`config.mk`:
```
export PLATFORM = sky130hd
export DESIGN_NAME = mem_share_top
export DESIGN_NICKNAME = d
export VERILOG_FILES = /design/src/hdl/mem_share_pkg.sv /design/src/hdl/mem_bank.sv /design/src/hdl/mem_share_top.sv /design/src/hdl/rr_arb_tree.sv /design/src/hdl/rsp_router.sv
export VERILOG_INCLUDE_DIRS = /design/src /design/src/hdl
export SDC_FILE = /design/constraint.sdc
export NUM_CORES = 2
export LEC_CHECK = 0
export ABC_AREA = 1
export BUFFER_PORTS_ARGS = -buffer_cell sky130_fd_sc_hd__buf_2
export CAP_MARGIN = 20
export CORE_ASPECT_RATIO = 1.5
export CORE_MARGIN = 2
export CORE_UTILIZATION = 30
export DETAILED_ROUTE_END_ITERATION = 8
export PLACE_DENSITY_LB_ADDON = 0.12
export SYNTH_ARGS = -nofsm -noshare
export SYNTH_HDL_FRONTEND = slang
export SYNTH_SLANG_ARGS = --single-unit
export TNS_END_PERCENT = 20
```
`constraint.sdc`:
```
create_clock -name clk_i -period 5.25 [get_ports clk_i]
set_input_delay 0.2625 -clock clk_i [delete_from_list [all_inputs] [get_ports clk_i]]
set_output_delay 0.2625 -clock clk_i [all_outputs]
set_load 0.01 [all_outputs]
```
`src/hdl/mem_share_settings.svh`:
```
`ifndef MEM_SHARE_SETTINGS_SVH
`define MEM_SHARE_SETTINGS_SVH

////////////////////////////////////////////////////////////
// shared memory port sizing
////////////////////////////////////////////////////////////

// number of requesters sharing the bank
`define MEM_SHARE_NUM_REQ 4

// word address width, 64 words in the bank
`define MEM_SHARE_ADDR_W 6

// width of one data word
`define MEM_SHARE_DATA_W 32

`endif

```
`src/hdl/mem_share_pkg.sv`:
```
`default_nettype none

`include "mem_share_settings.svh"

package mem_share_pkg;

  // opcode carried with every request
  typedef enum logic [0:0] {
    OP_READ  = 1'b0,
    OP_WRITE = 1'b1
  } mem_op_e;

  // index of a requester, also the arbiter winner index
  typedef logic [$clog2(`MEM_SHARE_NUM_REQ)-1:0] req_idx_t;

  // word address into the bank
  typedef logic [`MEM_SHARE_ADDR_W-1:0] addr_t;

  // one data word
  typedef logic [`MEM_SHARE_DATA_W-1:0] data_t;

endpackage : mem_share_pkg

`default_nettype wire

```
`src/hdl/mem_bank.sv`:
```
`timescale 1ns/10ps
`default_nettype none

`include "mem_share_settings.svh"

module mem_bank (
  input  logic                   clk_i,
  input  logic                   rst_ni,
  input  logic                   req_i,
  input  mem_share_pkg::mem_op_e op_i,
  input  mem_share_pkg::addr_t   addr_i,
  input  mem_share_pkg::data_t   wdata_i,
  output logic                   ready_o,
  output logic                   accept_o,
  output logic                   rd_valid_o,
  output mem_share_pkg::data_t   rdata_o
);

  import mem_share_pkg::*;

  // one word per address
  localparam int unsigned Depth = 2 ** `MEM_SHARE_ADDR_W;

  data_t mem_q [Depth];

  // high for the cycle right after a write
  logic  recover_q;

  // read return
  logic  rd_valid_q;
  data_t rdata_q;

  // decoded acceptance
  logic  wr_en;
  logic  rd_en;

  ////////////////////////////////////////////////////////////
  // acceptance and recovery
  ////////////////////////////////////////////////////////////

  // refuse service during the recovery cycle
  assign ready_o  = ~recover_q;
  assign accept_o = req_i & ready_o;

  assign wr_en = accept_o & (op_i == OP_WRITE);
  assign rd_en = accept_o & (op_i == OP_READ);

  always_ff @(posedge clk_i or negedge rst_ni) begin
    if (!rst_ni) begin
      recover_q  <= 1'b0;
      rd_valid_q <= 1'b0;
    end else begin
      // a write always costs exactly one idle cycle
      recover_q  <= wr_en;
      rd_valid_q <= rd_en;
    end
  end

  ////////////////////////////////////////////////////////////
  // storage
  ////////////////////////////////////////////////////////////

  always_ff @(posedge clk_i or negedge rst_ni) begin
    if (!rst_ni) begin
      mem_q <= '{default: '0};
    end else if (wr_en) begin
      mem_q[addr_i] <= wdata_i;
    end
  end

  // read word lands one edge after acceptance
  always_ff @(posedge clk_i) begin
    if (rd_en) begin
      rdata_q <= mem_q[addr_i];
    end
  end

  assign rd_valid_o = rd_valid_q;
  assign rdata_o    = rdata_q;

endmodule : mem_bank

`default_nettype wire

```
`src/hdl/mem_share_top.sv`:
```
`timescale 1ns/10ps
`default_nettype none

`include "mem_share_settings.svh"

module mem_share_top (
  input  logic                          clk_i,
  input  logic                          rst_ni,
  input  logic                          flush_i,
  // requesters
  input  logic [`MEM_SHARE_NUM_REQ-1:0] req_i,
  input  mem_share_pkg::mem_op_e        op_i    [`MEM_SHARE_NUM_REQ],
  input  mem_share_pkg::addr_t          addr_i  [`MEM_SHARE_NUM_REQ],
  input  mem_share_pkg::data_t          wdata_i [`MEM_SHARE_NUM_REQ],
  output logic [`MEM_SHARE_NUM_REQ-1:0] gnt_o,
  // responses
  output logic [`MEM_SHARE_NUM_REQ-1:0] rsp_valid_o,
  output mem_share_pkg::data_t          rdata_o
);

  import mem_share_pkg::*;

  // payload is opcode, address and data
  localparam int unsigned PayloadW = 1 + `MEM_SHARE_ADDR_W + `MEM_SHARE_DATA_W;

  logic [`MEM_SHARE_NUM_REQ-1:0][PayloadW-1:0] payload;

  // arbitrated request toward the bank
  logic                arb_req;
  logic [PayloadW-1:0] arb_data;
  req_idx_t            arb_idx;

  // unpacked bank fields
  logic                arb_op_bit;
  mem_op_e             bank_op;
  addr_t               bank_addr;
  data_t               bank_wdata;

  // bank status
  logic                bank_ready;
  logic                bank_accept;
  logic                bank_rd_valid;

  // opcode sits on top so the data word stays aligned at bit 0
  for (genvar i = 0; i < `MEM_SHARE_NUM_REQ; i++) begin : gen_pack
    assign payload[i] = {op_i[i], addr_i[i], wdata_i[i]};
  end

  rr_arb_tree #(
    .NumIn     (`MEM_SHARE_NUM_REQ),
    .DataWidth (PayloadW)
  ) rr_arb_tree_inst (
    .clk_i   (clk_i),
    .rst_ni  (rst_ni),
    .flush_i (flush_i),
    .req_i   (req_i),
    .gnt_o   (gnt_o),
    .data_i  (payload),
    .gnt_i   (bank_ready),
    .req_o   (arb_req),
    .data_o  (arb_data),
    .idx_o   (arb_idx)
  );

  assign {arb_op_bit, bank_addr, bank_wdata} = arb_data;
  assign bank_op = mem_op_e'(arb_op_bit);

  mem_bank mem_bank_inst (
    .clk_i      (clk_i),
    .rst_ni     (rst_ni),
    .req_i      (arb_req),
    .op_i       (bank_op),
    .addr_i     (bank_addr),
    .wdata_i    (bank_wdata),
    .ready_o    (bank_ready),
    .accept_o   (bank_accept),
    .rd_valid_o (bank_rd_valid),
    .rdata_o    (rdata_o)
  );

  // router reuses the bank's strobe and opcode
  rsp_router rsp_router_inst (
    .clk_i       (clk_i),
    .rst_ni      (rst_ni),
    .accept_i    (bank_accept),
    .op_i        (bank_op),
    .idx_i       (arb_idx),
    .rd_valid_i  (bank_rd_valid),
    .rsp_valid_o (rsp_valid_o)
  );

endmodule : mem_share_top

`default_nettype wire

```
`src/hdl/rr_arb_tree.sv`:
```
`timescale 1ns/10ps
`default_nettype none

module rr_arb_tree #(
  parameter int unsigned NumIn     = 4,
  parameter int unsigned DataWidth = 32
) (
  input  logic                            clk_i,
  input  logic                            rst_ni,
  input  logic                            flush_i,
  // requester side
  input  logic [NumIn-1:0]                req_i,
  output logic [NumIn-1:0]                gnt_o,
  input  logic [NumIn-1:0][DataWidth-1:0] data_i,
  // shared resource side
  input  logic                            gnt_i,
  output logic                            req_o,
  output logic [DataWidth-1:0]            data_o,
  output logic [$clog2(NumIn)-1:0]        idx_o
);

  // number of selector levels and nodes in a full binary tree
  localparam int unsigned NumLevels = $clog2(NumIn);
  localparam int unsigned NumNodes  = 2 ** NumLevels - 1;

  // per node request, winner index, payload and grant
  logic [NumNodes-1:0]                 req_nodes;
  logic [NumNodes-1:0][NumLevels-1:0]  index_nodes;
  logic [NumNodes-1:0][DataWidth-1:0]  data_nodes;
  logic [NumNodes-1:0]                 gnt_nodes;

  // round robin counter
  logic [NumLevels-1:0] rr_d, rr_q;

  // lock state, frozen request vector while the output is refused
  logic                 lock_d, lock_q;
  logic [NumIn-1:0]     req_d, req_q;

  // request accepted by the shared resource this cycle
  logic                 accept;

  ////////////////////////////////////////////////////////////
  // root of the tree drives the shared side
  ////////////////////////////////////////////////////////////

  assign req_o        = req_nodes[0];
  assign data_o       = data_nodes[0];
  assign idx_o        = index_nodes[0];
  assign gnt_nodes[0] = gnt_i;

  assign accept = req_o & gnt_i;

  ////////////////////////////////////////////////////////////
  // lock-in and round robin state
  ////////////////////////////////////////////////////////////

  // pending but refused, keep the same decision next cycle
  assign lock_d = req_o & ~gnt_i;

  // while locked the tree sees last cycle's request vector
  assign req_d = lock_q ? req_q : req_i;

  // counter moves on each acceptance, wraps at NumIn
  always_comb begin
    rr_d = rr_q;
    if (accept) begin
      if (rr_q == NumLevels'(NumIn - 1)) begin
        rr_d = '0;
      end else begin
        rr_d = rr_q + 1'b1;
      end
    end
  end

  always_ff @(posedge clk_i or negedge rst_ni) begin
    if (!rst_ni) begin
      rr_q   <= '0;
      lock_q <= 1'b0;
      req_q  <= '0;
    end else if (flush_i) begin
      // flush drops the lock and restarts rotation
      rr_q   <= '0;
      lock_q <= 1'b0;
      req_q  <= '0;
    end else begin
      rr_q   <= rr_d;
      lock_q <= lock_d;
      req_q  <= req_d;
    end
  end

  ////////////////////////////////////////////////////////////
  // selector tree, level 0 is the root
  ////////////////////////////////////////////////////////////

  for (genvar level = 0; level < int'(NumLevels); level++) begin : gen_level
    for (genvar node = 0; node < 2 ** level; node++) begin : gen_node
      // this node and its lower child in the flat node arrays
      localparam int unsigned Cur   = 2 ** level - 1 + node;
      localparam int unsigned Child = 2 ** (level + 1) - 1 + node * 2;
      // counter bit that breaks ties on this level
      localparam int unsigned RrBit = NumLevels - 1 - level;

      if (level == int'(NumLevels) - 1) begin : gen_leaf
        // leaves take the inputs directly, pairing 2k and 2k+1
        if (node * 2 < int'(NumIn) - 1) begin : gen_pair
          logic sel;

          assign req_nodes[Cur] = req_d[node*2] | req_d[node*2+1];

          // upper input wins if lower is idle, or on a tie with the bit set
          assign sel = ~req_d[node*2] | (req_d[node*2+1] & rr_q[RrBit]);

          assign index_nodes[Cur] = NumLevels'(sel);
          assign data_nodes[Cur]  = sel ? data_i[node*2+1] : data_i[node*2];

          // grant only a requesting input on the selected side
          assign gnt_o[node*2]   = gnt_nodes[Cur] & req_d[node*2] & ~sel;
          assign gnt_o[node*2+1] = gnt_nodes[Cur] & req_d[node*2+1] & sel;
        end else if (node * 2 == int'(NumIn) - 1) begin : gen_single
          // odd last input, nothing to pick against
          assign req_nodes[Cur]   = req_d[node*2];
          assign index_nodes[Cur] = '0;
          assign data_nodes[Cur]  = data_i[node*2];
          assign gnt_o[node*2]    = gnt_nodes[Cur] & req_d[node*2];
        end else begin : gen_empty
          // leaf past the last input never requests
          assign req_nodes[Cur]   = 1'b0;
          assign index_nodes[Cur] = '0;
          assign data_nodes[Cur]  = '0;
        end
      end else begin : gen_inner
        logic sel;

        assign req_nodes[Cur] = req_nodes[Child] | req_nodes[Child+1];

        // same rule as the leaves, applied to the two subtrees
        assign sel = ~req_nodes[Child] | (req_nodes[Child+1] & rr_q[RrBit]);

        // this level's select becomes the next index bit up
        assign index_nodes[Cur] = sel ?
          NumLevels'({1'b1, index_nodes[Child+1][RrBit-1:0]}) :
          NumLevels'({1'b0, index_nodes[Child][RrBit-1:0]});

        assign data_nodes[Cur] = sel ? data_nodes[Child+1] : data_nodes[Child];

        // grant follows the selection down
        assign gnt_nodes[Child]   = gnt_nodes[Cur] & ~sel;
        assign gnt_nodes[Child+1] = gnt_nodes[Cur] & sel;
      end
    end
  end

endmodule : rr_arb_tree

`default_nettype wire

```
`src/hdl/rsp_router.sv`:
```
`timescale 1ns/10ps
`default_nettype none

`include "mem_share_settings.svh"

module rsp_router (
  input  logic                          clk_i,
  input  logic                          rst_ni,
  // acceptance seen at the bank
  input  logic                          accept_i,
  input  mem_share_pkg::mem_op_e        op_i,
  input  mem_share_pkg::req_idx_t       idx_i,
  // read return from the bank
  input  logic                          rd_valid_i,
  output logic [`MEM_SHARE_NUM_REQ-1:0] rsp_valid_o
);

  import mem_share_pkg::*;

  // winner of the last accepted read
  req_idx_t idx_q;

  // capture strobe for the index
  logic     rd_accept;

  ////////////////////////////////////////////////////////////
  // remember who asked
  ////////////////////////////////////////////////////////////

  assign rd_accept = accept_i & (op_i == OP_READ);

  // bank latency is fixed, so one slot is enough
  always_ff @(posedge clk_i or negedge rst_ni) begin
    if (!rst_ni) begin
      idx_q <= '0;
    end else if (rd_accept) begin
      idx_q <= idx_i;
    end
  end

  ////////////////////////////////////////////////////////////
  // one-hot response
  ////////////////////////////////////////////////////////////

  // pulse only the requester that issued the read
  always_comb begin
    rsp_valid_o = '0;
    for (int i = 0; i < `MEM_SHARE_NUM_REQ; i++) begin
      if (rd_valid_i && (idx_q == req_idx_t'(i))) begin
        rsp_valid_o[i] = 1'b1;
      end
    end
  end

endmodule : rsp_router

`default_nettype wire

```
* Word-level counts from Yosys, hierarchy flattened
Index checks and enable logic that the tools add are counted.
** Storage, ports and cells
- Output and inout bits :: 40
- Memories kept :: 0
- Logic and storage cells :: 137
- Memory bits (read-only) :: 0
- Flip-flop bits (word level) :: 2091
- Bits in latches :: 0
- Memory bits (writable) :: 0
** Operators by class
- Bitwise logic cells :: 32
- Add/sub/neg operators :: 1
- $lt $le $gt $ge :: 2
- Div/mod/pow operators :: 0
- Shift-type cells :: 0
- Equal/unequal tests :: 4
- Multiply operators :: 0
- Multiplexer cells :: 20
- Reductions and logical operators :: 7
** Operator list (count)
- bitwise mux 2048 bit :: 1
- binary-select mux 32 bit (select 6 bit) :: 1
- demux 32 bit (select 6 bit) :: 1
- two-way mux 39 bit :: 3
- two-way mux 32 bit :: 3
- AND 1 bit :: 17
- two-way mux 2 bit :: 4
- two-way mux 4 bit :: 2
- NOT 1 bit :: 8
- greater-or-equal comparator 7 bit, second input constant :: 1
- < comparator 7 x 1 -> 1 bit, second input constant :: 1
- NOT 6 -> 7 bit :: 1
- == test 2 bit, second input constant :: 3
- OR 1 bit :: 6
- logical AND 1 bit :: 5
- two-way mux 1 bit :: 5
- adder 2 x 1 -> 2 bit, second input constant :: 1
- == test 2 x 1 -> 1 bit, second input constant :: 1
- zero test 2 bit :: 1
- nonzero test 2 bit :: 1

* Depth between registers and ports, before layout
- Depth after elaboration :: 11
- Gate-level depth with buffers :: 22
- Mapped depth without buffers :: 20

* By module
A second synthesis with hierarchy kept.
** Second synthesis, totals
- Cell total of the unflattened synthesis :: 13616
- Area, all modules :: 99002.5 µm²
** By module, submodules not included
- mem_bank :: cells each 13147, times used 1, seq. area each 52260.1 µm², area an instance 96759.0 µm²
- rr_arb_tree :: cells each 452, times used 1, seq. area each 175.2 µm², area an instance 2127.0 µm²
- rsp_router :: cells each 17, times used 1, seq. area each 50.0 µm², area an instance 116.4 µm²

* Worst setup path before layout
No wires, ideal clock.
- Kind :: register -> register
- Start point :: reg rr_arb_tree_inst.lock_q
- End point :: reg mem_bank_inst.rdata_q[30], in the netlist mem_bank_inst.rdata_o[30], data pin
- Path buffers :: 3
- Arrival time :: 2.562 ns
- Period minus slack after synthesis :: 2.816 ns
- Path slack :: 2.434 ns
- Cell stages (with the launch flop) :: 18
- Path through :: dfrtp_1 > inv_2 > nand2_1 > nand2_1 > nand2_1 > a21oi_2 > nand2_1 > nand2_4 > buf_2 > clkbuf_1 > clkbuf_1 > nand2_1 > nand3_1 > nand2_1 > o21ai_0 > nand2_1 > nor2_1 > nand2_1
** Between the ends
- Longest elaborated chain between the ends :: 9
- Elaborated cells on any way between the ends :: 19
** Ends and longest elaborated chain
- from (decl) :: line rr_arb_tree.sv:36 : logic lock_d, lock_q;
- from (signal assigned) :: line rr_arb_tree.sv:87 : lock_q <= lock_d;
- two-way mux 4 bit * :: line rr_arb_tree.sv:61 : assign req_d = lock_q ? req_q : req_i;
- AND 1 bit (tied with other cells) :: line rr_arb_tree.sv:112 : assign sel = ~req_d[node*2] | (req_d[node*2+1] & rr_q[RrBit]);
- OR 1 bit (tied with other cells) :: line rr_arb_tree.sv:112
- two-way mux 39 bit or OR 1 bit (tied branches) :: line rr_arb_tree.sv:115, rr_arb_tree.sv:138
- two-way mux 39 bit * :: line rr_arb_tree.sv:145 : assign data_nodes[Cur] = sel ? data_nodes[Child+1] : data_nodes[Child];
- NOT 6 -> 7 bit (not written as such) * :: line mem_bank.sv:74 : rdata_q <= mem_q[addr_i];
- binary-select mux 32 bit (select 6 bit) * :: line mem_bank.sv:74
- two-way mux 32 bit (not written as such) * (2 in series) :: line mem_bank.sv:74
- to (signal assigned) :: line mem_bank.sv:74
- to (decl) :: line mem_bank.sv:31 : data_t rdata_q;
Mark *: on every way between the ends. The rest lies on a longest branch, timed or not. The select of a mux whose other input is x is not followed.
A chain may end at the register's enable or synchronous reset.

* Worst setup path in the final report
- Start point :: reg rr_arb_tree_inst.lock_q
- End point :: reg mem_bank_inst.mem_q[1680] (netlist name)
** Between the ends
- Elaborated cells on any way between the ends :: 25
** RTL lines
- two-way mux 4 bit * :: line rr_arb_tree.sv:61
- AND 1 bit (tied with other cells) :: line rr_arb_tree.sv:112
- OR 1 bit (tied with other cells) :: line rr_arb_tree.sv:112
- two-way mux 39 bit or OR 1 bit (tied branches) :: line rr_arb_tree.sv:115, rr_arb_tree.sv:138
- two-way mux 39 bit :: line rr_arb_tree.sv:145
- AND 1 bit * :: line mem_bank.sv:45 : assign wr_en = accept_o & (op_i == OP_WRITE);
- via mem_bank_inst.wr_en :: line mem_bank.sv:34 : logic wr_en;
- to (signal, indexed assignment) :: line mem_bank.sv:67 : mem_q[addr_i] <= wdata_i;
- to (decl) :: line mem_bank.sv:24 : data_t mem_q [Depth];
Mark *: on every way through the listed nets, which the timed path passes. The rest lies on a longest branch.

==> results.sh <==
export IMPL_p_comb_share_pct=39.4
export IMPL_post_place_cells=17381
export IMPL_fin_util_pct=34.1
export IMPL_end_kind="flip-flop"
export IMPL_post_drt_wl_per_cell_um=22.6
export IMPL_tightest_slew_ns=1.40
export IMPL_cp_top_family="buffers and inverters"
export IMPL_cpPeakStageDelay_ns=0.61
export IMPL_relSlewSlack_pct=6.93
export IMPL_cp_max_fo=26
export IMPL_place_gp_congestion=0.815
export IMPL_drt_total_wl_um=403000
export IMPL_drc_errors=0
export IMPL_worstSetupPathType="reg -> reg"
export IMPL_setup_viol=0
export IMPL_synth_compound_area_share_pct=11.0
export IMPL_vias_per_cell=5.05
export IMPL_syn_num_nets=13756
export IMPL_synth_top_family_by_area="simple AND/OR/NAND/NOR gates"
export IMPL_dieArea_sq_um=338000
export IMPL_r2r_start="rr_arb_tree_inst.lock_q$_DFF_PN0_"
export IMPL_regToRegSetupSlack_ns=0.35
export IMPL_crit_path_cell_trace="inv_2 -> nand2_1 -> nand2_1 -> nand2_1 -> inv_1 -> nand2_1 -> nand3_1 -> dlygate4sd3_1 -> nand2_1 -> nor2_1 -> buf_4 -> inv_2 -> nor4_4 -> buf_4 -> nand2_2 -> buf_4 -> nand2_1 -> o21ai_0"
export IMPL_peakVddDrop_uv=699
export IMPL_final_nets=13341
export IMPL_area_growth_pct=13.0
export IMPL_synth_area_sq_um=100000
export IMPL_antenna_found_initial=5
export IMPL_dp_hpwl_um=229000
export IMPL_numCtsBuffers=218
export IMPL_drt_iter0_markers=7867
export IMPL_crit_arrival_ns=5.61
export IMPL_min_period_ns=4.90
export IMPL_p_per_area_nw_per_um2=600
export IMPL_hold_viol_final=0
export IMPL_synth_xor_area_share_pct=0
export IMPL_grt_max_degree=174
export IMPL_synthArstFlopShare_pct=98.5
export IMPL_cts_tree="yes"
export IMPL_finalPower_mw=67.9
export IMPL_fp_dieH_um=711
export IMPL_required_ns=5.96
export IMPL_reg2reg_to="mem_bank_inst.mem_q[1680]$_DFFE_PN0P_"
export IMPL_core_area_sq_um=332000
export IMPL_synthMuxAreaShare_pct=0
export IMPL_synthSimpleGateAreaFrac_pct=31.8
export IMPL_worstRegToRegCells=18
export IMPL_ys_seq_area_share_pct=52.4
export IMPL_finalMaxSlewViolations=0
export IMPL_tns_ns=0
export IMPL_fp_dieW_um=476
export IMPL_netlist_instances=13592
export IMPL_drt_pass1_iter_count=6
export IMPL_power_net_switching_mw=29.8
export IMPL_clk_insertion_delay_late_ns=0.88
export IMPL_routed_via_count=89806
export IMPL_final_cells=17794
export IMPL_nFillCells=35631
export IMPL_grt_pass1_vias=90466
export IMPL_fmax_mhz=204
export IMPL_fin_hold_ws_ns=0.0568
export IMPL_grt_pass1_wl_um=605000
export IMPL_cts_sinks=2091
export IMPL_p_clk_share_pct=23.9
export IMPL_io_pins=203
export IMPL_max_cap_violations=0
export IMPL_synth_adder_area_share_pct=0.0125
export IMPL_critPathSlowestCell="inv_1"
export IMPL_hold_class="in -> async"
export IMPL_cts_htree_levels=4
export IMPL_yosysUniqueCellTypes=29
export IMPL_rsz0062_at_grt="no"
export IMPL_start_util_pct=30.2
export IMPL_clk_pin_slew_ns=0.06
export IMPL_critPathBufInv=7
export IMPL_num_rows=259
export IMPL_seq_power_share_pct=36.7
export IMPL_fin_skew_ns=0.0379
export IMPL_status="finished clean"
export IMPL_final_antenna_net_count=0
export IMPL_grt_ovfl_total=0
export IMPL_ys_ff_latch=2091
export IMPL_cpMostUsedCell="nand2_1"
export IMPL_power_static_leakage_nw=57.2
export IMPL_finalCritPeriodShare_pct=93.3
export IMPL_synth_edf_count=32
export IMPL_layout_drive_gt1_share_pct=7.25
export IMPL_worst_setup_path_start_kind="flip-flop"
export IMPL_cts_root_buf="clkbuf_16"
export IMPL_swShare_pct=43.9
export IMPL_place_port_buffers=202
export IMPL_track_usage_pct=23.6
export IMPL_synth_warnings=0
export IMPL_cts_buffer_depth=4
export IMPL_syn_avg_cell_area_sq_um=7.36
export IMPL_internal_power_mw=38.1
export IMPL_ys_flop_type="dfrtp_1"
==> worst max path at each step <==
stage,start,end,slack [ns],depth (start not counted)
detailed placement,rr_arb_tree_inst.lock_q$_DFF_PN0_,mem_bank_inst.mem_q[318]$_DFFE_PN0P_,0.74,17
CTS,rr_arb_tree_inst.lock_q$_DFF_PN0_,mem_bank_inst.mem_q[1676]$_DFFE_PN0P_,0.39,18
floorplan,rr_arb_tree_inst.lock_q$_DFF_PN0_,mem_bank_inst.rdata_o[30]$_DFFE_PP_,2.43,17
global placement,rr_arb_tree_inst.lock_q$_DFF_PN0_,mem_bank_inst.mem_q[318]$_DFFE_PN0P_,0.81,17
global route,rr_arb_tree_inst.lock_q$_DFF_PN0_,mem_bank_inst.mem_q[312]$_DFFE_PN0P_,0.03,18
finish,rr_arb_tree_inst.lock_q$_DFF_PN0_,mem_bank_inst.mem_q[1680]$_DFFE_PN0P_,0.35,18
==> cells by family after synthesis <==
| group | Yosys count |
|---|---|
| adder cells (fa/ha/maj) | 1 |
| buffers and inverters | 1226 |
| flip-flops | 2091 |
| AO/OA/AOI/OAI | 2194 |
| AND/OR/NAND/NOR | 8080 |
==> power groups by stage <==
| stage | clock [mW] | combinational [mW] | sequential, mW |
|---|---|---|---|
| after floorplan | 0 | 16.5 | 24.4 |
| after global placement | 0 | 26.6 | 25.0 |
| after detailed placement | 0 | 26.8 | 25.1 |
| after CTS | 16.7 | 26.9 | 24.9 |
| after global routing | 17.2 | 29.8 | 25.6 |
| final | 16.2 | 26.8 | 24.9 |
==> cell usage in the layout (no fill, tap or decap), drive strengths merged, types with 15 or more instances in the layout <==
cell / synthesis / routed
nand2: 6930 / 6930
o21ai: 2123 / 2123
dfrtp: 2059 / 2059
nand3: 1005 / 1005
buf: 154 / 491
clkbuf: 984 / 326
nor2: 113 / 113
inv: 57 / 85
clkinv: 31 / 51
a21oi: 34 / 34
o22ai: 32 / 32
edfxtp: 32 / 32
nor3: 18 / 18
bufinv: 0 / 15
==> metal layers <==
metal / track usage [%] / share of wire, % / up-vias
met2: 41.0 / 49 / 2587
met4: 7.28 / 3.3 / 0
met3: 2.56 / 4.8 / 579
li1: - / - / 42419
met5: 0 / 0 / -
met1: 30.6 / 43 / 44221
==> metrics by stage <==
stage / instance area (sq um) / worst slack [ns]
3_3_place_gp: 106000 / 0.807
2_1_floorplan: 100000 / 2.43
3_5_place_dp: 106000 / 0.744
5_1_grt: 113000 / 0.0310
4_1_cts: 113000 / 0.388
6_report: 113000 / 0.351
==> final cells by class <==
type	instances	area, sq um	area share, %
well taps	4437	5550	4.91
diodes	8	20.0	0.0177
repair buffers	503	4290	3.79
clock buffers	326	6540	5.78
inverters	88	337	0.298
multi-input cells	10275	43100	38.1
clock inverters	66	728	0.644
flip-flops and latches	2091	52500	46.4
==> synth_stat cells, drive strengths merged, types with 6 or more instances <==
cell type / count / area [sq um]
nor3: 18 / 106
buf: 154 / 701
nor4: 6 / 128
nor2: 113 / 427
o21ai: 2123 / 10600
a21oi: 34 / 174
nand2: 6930 / 26100
o22ai: 32 / 200
inv: 57 / 214
edfxtp: 32 / 961
clkbuf: 984 / 3690
nand3: 1005 / 5030
clkinv: 31 / 116
nand3b: 6 / 45.0
dfrtp: 2059 / 51500
==> registers in the layout, indices dropped and copies added (netlist names) <==
name	count
rr_arb_tree_inst.req_q	4
rr_arb_tree_inst.rr_q	2
rr_arb_tree_inst.lock_q	1
mem_bank_inst.mem_q	2048
mem_bank_inst.rd_valid_o	1
mem_bank_inst.rdata_o	32
mem_bank_inst.recover_q	1
rsp_router_inst.idx_q	2
==> repair_timing <==
item | in CTS | in global routing
buffers inserted | 0 | 0
hold endpoints to repair | 93 | 0
hold buffers | 12 | 0
gates resized for setup | 0 | 0
Power figures use the tool's default switching activity.
